===== src/logic/lsu_cfg.svh =====
`ifndef LSU_CFG_SVH
`define LSU_CFG_SVH

// byte address into the data SRAM
`define LSU_ADDR_W 32

// one SRAM word, also the register width
`define LSU_DATA_W 32

// 32 architectural registers
`define LSU_RF_AW 5

// one strobe bit per byte lane
`define LSU_STRB_W (`LSU_DATA_W / 8)

`endif


===== src/logic/lsu_op_pkg.sv =====
package lsu_op_pkg;

    typedef enum logic [3:0] {
        ALU   = 4'd0,  // plain result, no memory access
        LD_B  = 4'd1,
        LD_H  = 4'd2,
        LD_W  = 4'd3,
        LD_BU = 4'd4,
        LD_HU = 4'd5,
        ST_B  = 4'd6,
        ST_H  = 4'd7,
        ST_W  = 4'd8
    } mem_op_e;

    typedef enum logic [1:0] {
        BYTE = 2'd0,
        HALF = 2'd1,
        WORD = 2'd2
    } acc_size_e;

    function automatic logic is_load(mem_op_e op);
        return op inside {LD_B, LD_H, LD_W, LD_BU, LD_HU};
    endfunction

    function automatic logic is_store(mem_op_e op);
        return op inside {ST_B, ST_H, ST_W};
    endfunction

    function automatic acc_size_e size_of(mem_op_e op);
        if (op inside {LD_B, LD_BU, ST_B}) return BYTE;
        if (op inside {LD_H, LD_HU, ST_H}) return HALF;
        return WORD;  // ALU falls here too, size is ignored then
    endfunction

    function automatic logic is_unsigned(mem_op_e op);
        return op inside {LD_BU, LD_HU};
    endfunction

endpackage


===== src/logic/lsu_bus_pkg.sv =====
`include "lsu_cfg.svh"

package lsu_bus_pkg;
    import lsu_op_pkg::*;

    // one operation as it leaves issue
    typedef struct packed {
        mem_op_e                op;
        logic [`LSU_ADDR_W-1:0] pc;
        logic [`LSU_ADDR_W-1:0] base;
        logic [`LSU_ADDR_W-1:0] offset;
        logic [`LSU_DATA_W-1:0] data;    // store data or ALU value
        logic [`LSU_RF_AW-1:0]  rd;
        logic                   rf_we;
    } issue_t;

    typedef struct packed {
        mem_op_e                op;
        logic [`LSU_ADDR_W-1:0] pc;
        logic [1:0]             addr_lo;  // lane select for the load
        logic [`LSU_RF_AW-1:0]  rd;
        logic                   rf_we;
        logic [`LSU_DATA_W-1:0] alu_val;
        logic                   ale;
        logic                   req_sent; // a data_ok is owed to this item
    } ex_mem_t;

    typedef struct packed {
        logic [`LSU_ADDR_W-1:0] pc;
        logic [`LSU_RF_AW-1:0]  rd;
        logic                   rf_we;
        logic [`LSU_DATA_W-1:0] wdata;
        logic                   ale;
    } mem_wb_t;

endpackage


===== src/logic/pipe_slot.sv =====
module pipe_slot #(
    parameter type payload_t = logic,
    parameter bit  FLUSHABLE = 1'b1
) (
    input  logic     clk,
    input  logic     resetn,
    input  logic     flush,
    input  logic     in_valid,
    input  payload_t in_payload,
    output logic     allowin,
    input  logic     ready_go,
    input  logic     next_allowin,
    output logic     valid,
    output payload_t payload,
    output logic     fire
);

    // empty, or the current item moves on this cycle
    assign allowin = ~valid | (ready_go & next_allowin);
    assign fire    = in_valid & allowin;

    always_ff @(posedge clk) begin
        if (!resetn) begin
            valid <= 1'b0;
        end else if (FLUSHABLE && flush) begin
            valid <= 1'b0;
        end else if (allowin) begin
            valid <= in_valid;  // drops to 0 when nothing arrives
        end
    end

    always_ff @(posedge clk) begin
        if (fire) begin
            payload <= in_payload;
        end
    end

endmodule


===== src/logic/ex_stage.sv =====
`include "lsu_cfg.svh"

module ex_stage
    import lsu_op_pkg::*;
    import lsu_bus_pkg::*;
(
    input  logic                   clk,
    input  logic                   resetn,
    input  logic                   flush,
    input  logic                   in_valid,
    output logic                   in_allowin,
    input  mem_op_e                in_op,
    input  logic [`LSU_ADDR_W-1:0] in_pc,
    input  logic [`LSU_ADDR_W-1:0] in_base,
    input  logic [`LSU_ADDR_W-1:0] in_offset,
    input  logic [`LSU_DATA_W-1:0] in_data,
    input  logic [`LSU_RF_AW-1:0]  in_rd,
    input  logic                   in_rf_we,
    input  logic                   mem_allowin,
    output logic                   ex_valid,
    output ex_mem_t                ex_payload,
    output logic                   data_sram_req,
    output logic                   data_sram_wr,
    output logic [`LSU_STRB_W-1:0] data_sram_wstrb,
    output logic [`LSU_ADDR_W-1:0] data_sram_addr,
    output logic [`LSU_DATA_W-1:0] data_sram_wdata
);

    issue_t                 in_item;
    issue_t                 cur;
    logic                   slot_valid;
    logic                   is_mem;
    logic                   misalign;
    logic                   ale;
    logic                   need_req;
    acc_size_e              size;
    logic [`LSU_ADDR_W-1:0] addr;
    logic [`LSU_STRB_W-1:0] strb;

    assign in_item = '{op: in_op, pc: in_pc, base: in_base, offset: in_offset,
                       data: in_data, rd: in_rd, rf_we: in_rf_we};

    // request goes out in the cycle it is raised, so EX never stalls on its own
    pipe_slot #(.payload_t(issue_t), .FLUSHABLE(1'b1)) u_slot (
        .clk(clk), .resetn(resetn), .flush(flush),
        .in_valid(in_valid), .in_payload(in_item), .allowin(in_allowin),
        .ready_go(1'b1), .next_allowin(mem_allowin),
        .valid(slot_valid), .payload(cur), .fire()
    );

    assign addr   = cur.base + cur.offset;
    assign size   = size_of(cur.op);
    assign is_mem = is_load(cur.op) | is_store(cur.op);

    always_comb begin
        case (size)
            HALF:    misalign = addr[0];
            WORD:    misalign = addr[1:0] != 2'b00;
            default: misalign = 1'b0;
        endcase
        case (size)
            BYTE:    strb = `LSU_STRB_W'(4'b0001 << addr[1:0]);
            HALF:    strb = addr[1] ? 4'b1100 : 4'b0011;
            default: strb = 4'b1111;
        endcase
    end

    assign ale      = is_mem & misalign;
    assign need_req = slot_valid & is_mem & ~ale;  // ALE items never touch the SRAM

    assign data_sram_req   = need_req & mem_allowin & ~flush;
    assign data_sram_wr    = is_store(cur.op);
    assign data_sram_wstrb = is_store(cur.op) ? strb : '0;
    assign data_sram_addr  = addr;
    assign data_sram_wdata = (size == BYTE) ? {4{cur.data[7:0]}}  :
                             (size == HALF) ? {2{cur.data[15:0]}} :
                                              cur.data;

    assign ex_valid   = slot_valid;
    assign ex_payload = '{op: cur.op, pc: cur.pc, addr_lo: addr[1:0], rd: cur.rd,
                          rf_we: cur.rf_we, alu_val: cur.data, ale: ale,
                          req_sent: need_req};

endmodule


===== src/logic/mem_stage.sv =====
`include "lsu_cfg.svh"

module mem_stage
    import lsu_op_pkg::*;
    import lsu_bus_pkg::*;
(
    input  logic                   clk,
    input  logic                   resetn,
    input  logic                   flush,
    input  logic                   ex_valid,
    input  ex_mem_t                ex_payload,
    output logic                   mem_allowin,
    input  logic                   data_sram_data_ok,
    input  logic [`LSU_DATA_W-1:0] data_sram_rdata,
    input  logic                   wb_allowin,
    output logic                   mem_valid,
    output mem_wb_t                mem_payload
);

    ex_mem_t                cur;
    logic                   slot_valid;
    logic                   slot_allowin;
    logic                   ready_go;
    logic                   block;
    logic                   waiting;
    logic                   discard_pending;
    logic                   own_ok;
    logic                   swallow;
    logic                   orphan;
    logic [1:0]             discard_cnt;   // responses still owed to flushed items
    logic [7:0]             byte_val;
    logic [15:0]            half_val;
    logic [`LSU_DATA_W-1:0] load_val;

    assign discard_pending = discard_cnt != 2'd0;
    // responses come back in order, so the old ones are always first
    assign swallow = data_sram_data_ok & discard_pending;
    assign own_ok  = data_sram_data_ok & ~discard_pending;

    assign waiting  = slot_valid & cur.req_sent;
    assign ready_go = ~waiting | own_ok;
    assign orphan   = flush & waiting & ~own_ok;

    // hold off a new request until the stale ones have drained
    assign block       = discard_pending & ex_valid & ex_payload.req_sent;
    assign mem_allowin = slot_allowin & ~block;

    always_ff @(posedge clk) begin
        if (!resetn) begin
            discard_cnt <= 2'd0;
        end else begin
            discard_cnt <= discard_cnt + {1'b0, orphan} - {1'b0, swallow};
        end
    end

    pipe_slot #(.payload_t(ex_mem_t), .FLUSHABLE(1'b1)) u_slot (
        .clk(clk), .resetn(resetn), .flush(flush),
        .in_valid(ex_valid & ~block), .in_payload(ex_payload), .allowin(slot_allowin),
        .ready_go(ready_go), .next_allowin(wb_allowin),
        .valid(slot_valid), .payload(cur), .fire()
    );

    always_comb begin
        case (cur.addr_lo)
            2'd0:    byte_val = data_sram_rdata[7:0];
            2'd1:    byte_val = data_sram_rdata[15:8];
            2'd2:    byte_val = data_sram_rdata[23:16];
            default: byte_val = data_sram_rdata[31:24];
        endcase
        half_val = cur.addr_lo[1] ? data_sram_rdata[31:16] : data_sram_rdata[15:0];
        case (size_of(cur.op))
            BYTE: load_val = {{(`LSU_DATA_W-8){~is_unsigned(cur.op) & byte_val[7]}}, byte_val};
            HALF: load_val = {{(`LSU_DATA_W-16){~is_unsigned(cur.op) & half_val[15]}}, half_val};
            default: load_val = data_sram_rdata;
        endcase
    end

    assign mem_valid = slot_valid & ready_go & ~flush;  // a flushed item never reaches WB

    always_comb begin
        mem_payload.pc    = cur.pc;
        mem_payload.rd    = cur.rd;
        mem_payload.rf_we = cur.rf_we;
        mem_payload.ale   = cur.ale;
        if (is_load(cur.op)) begin
            mem_payload.wdata = load_val;
        end else if (is_store(cur.op)) begin
            mem_payload.wdata = '0;  // stores write nothing back
        end else begin
            mem_payload.wdata = cur.alu_val;
        end
    end

endmodule


===== src/logic/wb_stage.sv =====
`include "lsu_cfg.svh"

module wb_stage
    import lsu_op_pkg::*;
    import lsu_bus_pkg::*;
(
    input  logic                   clk,
    input  logic                   resetn,
    input  logic                   mem_valid,
    input  mem_wb_t                mem_payload,
    output logic                   wb_allowin,
    output logic                   rf_we,
    output logic [`LSU_RF_AW-1:0]  rf_waddr,
    output logic [`LSU_DATA_W-1:0] rf_wdata,
    output logic                   commit_valid,
    output logic [`LSU_ADDR_W-1:0] commit_pc,
    output logic                   commit_ale
);

    mem_wb_t cur;
    logic    slot_valid;

    // items here are past the point of no return, flush leaves them alone
    pipe_slot #(.payload_t(mem_wb_t), .FLUSHABLE(1'b0)) u_slot (
        .clk(clk), .resetn(resetn), .flush(1'b0),
        .in_valid(mem_valid), .in_payload(mem_payload), .allowin(wb_allowin),
        .ready_go(1'b1), .next_allowin(1'b1),
        .valid(slot_valid), .payload(cur), .fire()
    );

    assign rf_we    = slot_valid & cur.rf_we & ~cur.ale & (cur.rd != '0);  // r0 stays zero
    assign rf_waddr = cur.rd;
    assign rf_wdata = cur.wdata;

    assign commit_valid = slot_valid;
    assign commit_pc    = cur.pc;
    assign commit_ale   = slot_valid & cur.ale;

endmodule


===== src/logic/lsu_pipe_top.sv =====
`include "lsu_cfg.svh"

module lsu_pipe_top
    import lsu_op_pkg::*;
    import lsu_bus_pkg::*;
(
    input  logic                   clk,
    input  logic                   resetn,
    input  logic                   flush,
    input  logic                   in_valid,
    output logic                   in_allowin,
    input  mem_op_e                in_op,
    input  logic [`LSU_ADDR_W-1:0] in_pc,
    input  logic [`LSU_ADDR_W-1:0] in_base,
    input  logic [`LSU_ADDR_W-1:0] in_offset,
    input  logic [`LSU_DATA_W-1:0] in_data,
    input  logic [`LSU_RF_AW-1:0]  in_rd,
    input  logic                   in_rf_we,
    output logic                   data_sram_req,
    output logic                   data_sram_wr,
    output logic [`LSU_STRB_W-1:0] data_sram_wstrb,
    output logic [`LSU_ADDR_W-1:0] data_sram_addr,
    output logic [`LSU_DATA_W-1:0] data_sram_wdata,
    input  logic                   data_sram_data_ok,
    input  logic [`LSU_DATA_W-1:0] data_sram_rdata,
    output logic                   rf_we,
    output logic [`LSU_RF_AW-1:0]  rf_waddr,
    output logic [`LSU_DATA_W-1:0] rf_wdata,
    output logic                   commit_valid,
    output logic [`LSU_ADDR_W-1:0] commit_pc,
    output logic                   commit_ale
);

    logic    ex_valid;
    logic    mem_allowin;
    logic    mem_valid;
    logic    wb_allowin;
    ex_mem_t ex_payload;
    mem_wb_t mem_payload;

    ex_stage u_ex (.*);

    mem_stage u_mem (.*);

    wb_stage u_wb (.*);

endmodule


===== config.mk =====
export PLATFORM = sky130hd
export DESIGN_NAME = lsu_pipe_top
export DESIGN_NICKNAME = d
export VERILOG_FILES = /design/src/logic/lsu_op_pkg.sv /design/src/logic/lsu_bus_pkg.sv /design/src/logic/pipe_slot.sv /design/src/logic/ex_stage.sv /design/src/logic/mem_stage.sv /design/src/logic/wb_stage.sv /design/src/logic/lsu_pipe_top.sv
export VERILOG_INCLUDE_DIRS = /design/src /design/src/logic
export SDC_FILE = /design/constraint.sdc
export NUM_CORES = 1
export LEC_CHECK = 0
export BUFFER_PORTS_ARGS = -buffer_cell sky130_fd_sc_hd__buf_2
export CORE_ASPECT_RATIO = 1.75
export CORE_MARGIN = 2
export CORE_UTILIZATION = 45
export CTS_BUF_LIST = sky130_fd_sc_hd__clkbuf_8
export CTS_CLUSTER_SIZE = 12
export DETAILED_ROUTE_END_ITERATION = 7
export GPL_ROUTABILITY_DRIVEN = 0
export GPL_TIMING_DRIVEN = 0
export PLACE_DENSITY_LB_ADDON = 0.15
export SLEW_MARGIN = 20
export SYNTH_ARGS = -nofsm -noshare
export SYNTH_HDL_FRONTEND = slang
export SYNTH_SLANG_ARGS = --single-unit

===== constraint.sdc =====
create_clock -name clk -period 9.24 [get_ports clk]
set_input_delay 1.386 -clock clk [delete_from_list [all_inputs] [get_ports clk]]
set_output_delay 1.386 -clock clk [all_outputs]
set_load 0.02 [all_outputs]

---- Yosys cells after proc, flatten, opt, wreduce, memory -nomap -nowiden ----
Cells that the tools add are included.
operators by class
  $add $sub $neg .......................... 3
  equality and inequality tests ........... 21
  shift operators ......................... 1
  mux-type cells .......................... 25
  bitwise operators ....................... 39
  reductions and logical operators ........ 16
operator list
  operator                                                           count
  32-bit 2-to-1 mux                                                  4
  32-bit case mux with 2 select lines                                1
  32-bit adder                                                       1
  4-bit by 3-bit == test with 1-bit output, second input constant    8
  1-bit AND                                                          24
  8-bit case mux with 3 select lines                                 1
  3-bit nonzero test                                                 6
  4-bit by 2-bit == test with 1-bit output, second input constant    4
  16-bit 2-to-1 mux                                                  1
  2-bit 2-to-1 mux                                                   8
  5-bit nonzero test                                                 3
  1-bit inverter                                                     11
  4-bit by 1-bit == test with 1-bit output, second input constant    2
  4-bit == test, second input constant                               2
  4-bit 2-to-1 mux                                                   2
  4-bit case mux with 2 select lines                                 1
  2-bit by 1-bit == test with 1-bit output, second input constant    3
  2-bit logical NOT                                                  3
  1-bit 2-to-1 mux                                                   6
  2-bit nonzero test                                                 3
  2-bit == test, second input constant                               2
  1-bit OR                                                           4
  1-bit by 2-bit << shifter with 4-bit output, first input constant  1
  2-bit by 1-bit adder with 2-bit output                             1
  3 further kinds                                                    3
storage, ports and cells
  bits in registers ....................... 292
  logic and storage cells ................. 129

---- Depth between registers and ports, before layout ----
  depth after elaboration ................. 16
  depth in mapped cells ................... 10
  gate-level depth less buffers ........... 10

---- By module ----
From an unflattened synthesis, not the netlist that was laid out.
second synthesis, totals
  cell total of the unflattened synthesis .. 848
  area, all modules ....................... 12512.0 um^2
modules (own cells, without submodules)
  module                     times used  cells each  area an instance (um^2)  sequential area each (um^2)
  pipe_slot at u_ex.u_slot   1           144         4207.8                   4164.0
  ex_stage                   1           375         2463.6                   0.0
  pipe_slot at u_mem.u_slot  1           84          2406.1                   2362.3
  pipe_slot at u_wb.u_slot   1           76          2180.8                   2152.1
  mem_stage                  1           162         1217.4                   40.0
  wb_stage                   1           7           36.3                     0.0

---- Worst setup path before layout ----
Ideal clock, no wire load.
  kind .................................... input to register
  start point ............................. input port data_sram_data_ok
  end point ............................... register u_wb.u_slot.payload[0] (netlist name), enable pin
  setup time .............................. 605 ps
  arrival ................................. 6703 ps
  required time ........................... 8635 ps
  path slack .............................. 1932 ps
  stages .................................. 2
  path buffers ............................ 0
  cells stage by stage .................... a21oi_1 -> nor3b_1
on the way
  cells in the longest elaborated chain, start to end .. 4
RTL lines
  element                  line                text
  from (decl)              lsu_pipe_top.sv:24  input logic data_sram_data_ok,
  1-bit AND                mem_stage.sv:38     assign own_ok = data_sram_data_ok & ~discard_pending;
  1-bit OR                 mem_stage.sv:41     assign ready_go = ~waiting | own_ok;
  1-bit AND (2 in series)  mem_stage.sv:78     assign mem_valid = slot_valid & ready_go & ~flush;
  named net mem_valid      lsu_pipe_top.sv:36  logic mem_valid;
  to (signal assigned)     pipe_slot.sv:34     payload <= in_payload;
  to (decl)                pipe_slot.sv:14     output payload_t payload,
The timed path passes the listed nets, and every way through them passes these cells.
A chain may end at the register's enable or synchronous reset.

---- Worst setup path in the final report ----
  start point ............................. register u_ex.u_slot.payload[38] (netlist name)
  end point ............................... output port data_sram_addr[26]
on the way
  cells in the longest elaborated chain, start to end .. 1
RTL lines
  element                 line                text
  from (decl)             pipe_slot.sv:14
  from (signal assigned)  pipe_slot.sv:34
  32-bit adder            ex_stage.sv:51      assign addr = cur.base + cur.offset;
  to (decl)               lsu_pipe_top.sv:22  output logic [`LSU_ADDR_W-1:0] data_sram_addr,
No other way between the ends.

==> impl_metrics.csv <==
group,metric,value,unit
global_route,grt_pass1_wl,42.8,mm
sta,max_freq,209,MHz
routing,antenna_left,0,
power_and_ir_drop,peakVddDrop,0.000134,V
critical_path,worst-setup-path-type,"reg2out",
sta,finalSetupViolCount,0,
critical_path,crit_family,"compound AO/OA/AOI/OAI gates",
cells_and_area,fillers,2436,
yosys,yosysTopAreaCell,"edfxtp_1",
clock_tree,cts_setup_buffers,0,
critical_path,startpoint,"u_ex.u_slot.payload[38]$_DFFE_PP_",
clock_tree,cts_repair_resize_count,0,
critical_path,critical_path_cell_count,11,
critical_path,path_cells,"ha_1 -> inv_1 -> fa_1 -> nor2b_1 -> o211ai_1 -> a211oi_1 -> o2111ai_1 -> nand2_1 -> a41oi_2 -> xnor2_1 -> buf_2",
critical_path,critPathRequiredTime,7.85,ns
critical_path,arrival,3.40,ns
floorplanning,ios,318,
critical_path,crit_buf_inv,2,
status,run_status,"completed",
yosys,syn_area,12600,um^2
sta,worst_pin_slew,0.786,ns
cells_and_area,final_util,0.560,
critical_path,cpPeakStageDelay,0.41,ns
yosys,yosysTopAreaCellShare,0.683,
routing,initialDrtViolationCount,396,
global_route,overflow,0,
yosys,syn_area_per_cell,14.8,um^2
critical_path,r2r_cells,10,
sta,rsz0062_at_grt,"no",
yosys,synth-seq-cells,292,
yosys,synthTopCellsByArea,"edfxtp_1 68%, buf_4 4.7%, ha_1 3.3%",
critical_path,crit_path_end_kind,"output port",
place,place_area,14800,um^2
critical_path,timing.rr.start,"u_ex.u_slot.payload[38]$_DFFE_PP_",
sta,slew_violations,0,
clock_tree,cts-root-buf,"clkbuf_8",
global_route,antenna_found_initial,4,
cells_and_area,finalNonFillerCells,1627,
routing,drc_errors,0,
worst_hold_path,worstHoldStart,"u_ex.u_slot.payload[104]$_DFFE_PP_",
floorplanning,rows,81,
global_route,grtUsageTotal,0.194,
yosys,yosys_most_used_dff,"edfxtp_1",
routing,vias_per_cell,5.00,
routing,wl_per_cell,17.7,um
critical_path,worstReg2RegEnd,"u_ex.u_slot.payload[64]$_DFFE_PP_",
sta,period_needed,4.79,ns
critical_path,cpMaxStageDelayCell,"fa_1",
yosys,yosysSeqAreaShare,0.691,
sta,hold_viol,0,
cells_and_area,fin_area,15600,um^2
clock_tree,cts_buffer_depth,3,
yosys,synth_cell_types,70,
critical_path,reg2reg_slack,6.01,ns
clock_tree,path_clk_slew,0.07,ns
critical_path,crit_path_start_kind,"register",
clock_tree,cts_tree,"yes",
routing,first_pass_iters,5,
critical_path,path_max_fanout,3,
cells_and_area,drive_above_1_share,0.412,
floorplanning,start_util,0.454,
floorplanning,die_h,226,um
place,port_buffers,317,
floorplanning,die_w,131,um
power_and_ir_drop,power.density,184,nW/um^2
yosys,synth_nets,1062,
place,dp_cells,1553,
yosys,synth-warning-count,0,
sta,fin_setup_tns,0,ns
critical_path,endpoint,"data_sram_addr[26]",
global_route,grt_pass1_vias,8287,
clock_tree,htree_levels,2,
clock_tree,holdBufCountCts,0,
clock_tree,clkLatencyLatePin,0.55,ns
clock_tree,cts_buffers,42,
floorplanning,die_area,29400,um^2
yosys,syn_inst,853,
yosys,synth_edf_count,287,
sta,fin_skew,0.0180,ns
routing,num_vias,8136,
yosys,async_flop_share,0,
cells_and_area,finalNetCount,1433,
flow_run,maxCapViolCount,0,
floorplanning,core,27800,um^2
clock_tree,clkSinkCount,292,
sta,slew_headroom,0.473,
power_and_ir_drop,leakage,0.00630,uW
cells_and_area,area_delta_synth_final,23.3,%
routing,routed_wl,28.8,mm
place,place.detailed.hpwl,22.4,mm
sta,period_share,0.518,
worst_hold_path,hp-class,"reg2reg",
global_route,grt_max_degree,57,
==> cell type report <==
type	count	area [um^2]	share of cell area
antenna	3	7.51	0.000482
buffer	103	708	0.0455
multi-input combinational	434	3110	0.200
sequential	292	8720	0.560
clock buffer	43	592	0.0380
timing repair buffer	327	1720	0.111
clock inverter	28	145	0.00933
tap	373	467	0.0300
inverter	24	90.1	0.00579
==> metrics by stage <==
step	power (uW)	setup WS, ns	hold WS [ns]
floorplan	1810	1.93	0.400
global placement	1960	-0.705	0.400
detailed placement	1960	5.03	0.405
CTS	2900	4.38	0.416
global route	2990	4.14	0.421
finish	2860	4.45	0.412
==> state kept, by name, summed over array words and instances, names as in the netlist <==
| name | count |
|---|---|
| u_ex.u_slot.payload | 138 |
| u_mem.u_slot.payload | 78 |
| u_wb.u_slot.payload | 71 |
| u_mem.discard_cnt | 2 |
| u_ex.u_slot.valid | 1 |
| u_mem.u_slot.valid | 1 |
| u_wb.u_slot.valid | 1 |
==> cell usage after synthesis (all sizes together), types with 8 or more instances <==
library cell  number
clkbuf             9
nor2              27
o21ai             52
a21o              13
a221o             16
xnor2             23
and2               8
mux2              16
nand3              8
xor2              11
a21oi             49
inv               24
nor3              12
o211ai            11
edfxtp           287
nor2b             10
buf               94
mux2i             10
nand2             57
ha                33
==> cell families after synthesis <==
group | count (synthesis) | synth area share
AND/OR/NAND/NOR | 150 | 0.0601
buffers and inverters | 127 | 0.0633
XOR/XNOR | 34 | 0.0236
AO/OA/AOI/OAI | 189 | 0.104
multiplexers | 27 | 0.0240
flip-flops | 292 | 0.691
adder cells (fa/ha/maj) | 34 | 0.0343
==> cell usage in the layout, fill, tap and decap left out, drive strengths merged, types with 3 or more instances in the layout <==
cell type / count
buf: 421
inv: 39
a211oi: 5
a21oi: 49
o21bai: 7
xor2: 11
clkbuf: 52
a21o: 13
o21a: 6
nor2: 27
nand3: 8
edfxtp: 287
ha: 33
mux2: 16
a31oi: 6
and3: 3
nor3: 12
nand2: 57
mux2i: 10
a221o: 16
nor3b: 4
o21ai: 52
xnor2: 23
and2: 8
a222oi: 7
dfxtp: 5
nand4: 7
clkinv: 10
nand2b: 6
nor2b: 10
o211ai: 11
diode: 3
==> worst register-to-register path: cells and delay by family, from the launching register on <==
family | cells | cell delay (ns)
and+or+nand+nor | 3 | 0.77
adders and majority gates | 2 | 0.71
buffers and inverters | 3 | 0.58
AOI/OAI and AO/OA | 2 | 0.42
DFF | 1 | 0.37
==> power breakdown <==
part,internal (uW),switching (uW),total [uW]
Clock,459,463,922
Combinational,158,241,399
Sequential,1510,20.8,1540
Total,2130,725,2860
==> metal layers <==
| metal | up-vias | track usage | share of wire |
|---|---|---|---|
| met2 | 340 | 0.371 | 0.56 |
| met3 | 99 | 0.0499 | 0.074 |
| li1 | 3911 | - | - |
| met4 | 2 | 0.118 | 0.055 |
| met5 | - | 0 | 0.00038 |
| met1 | 3784 | 0.175 | 0.31 |
==> how the worst min path moves through the flow <==
stage / depth (start not counted) / endpoint / slack [ns]
2_1_floorplan: 0 / u_mem.u_slot.payload[34]$_DFFE_PP_ / 0.40
3_3_place_gp: 0 / u_wb.u_slot.payload[67]$_DFFE_PP_ / 0.40
3_5_place_dp: 0 / u_mem.u_slot.payload[54]$_DFFE_PP_ / 0.40
4_1_cts: 0 / u_mem.u_slot.payload[36]$_DFFE_PP_ / 0.42
5_1_grt: 0 / u_mem.u_slot.payload[36]$_DFFE_PP_ / 0.42
6_report: 0 / u_mem.u_slot.payload[44]$_DFFE_PP_ / 0.41
No activity file was read; power rests on OpenSTA's default activity.
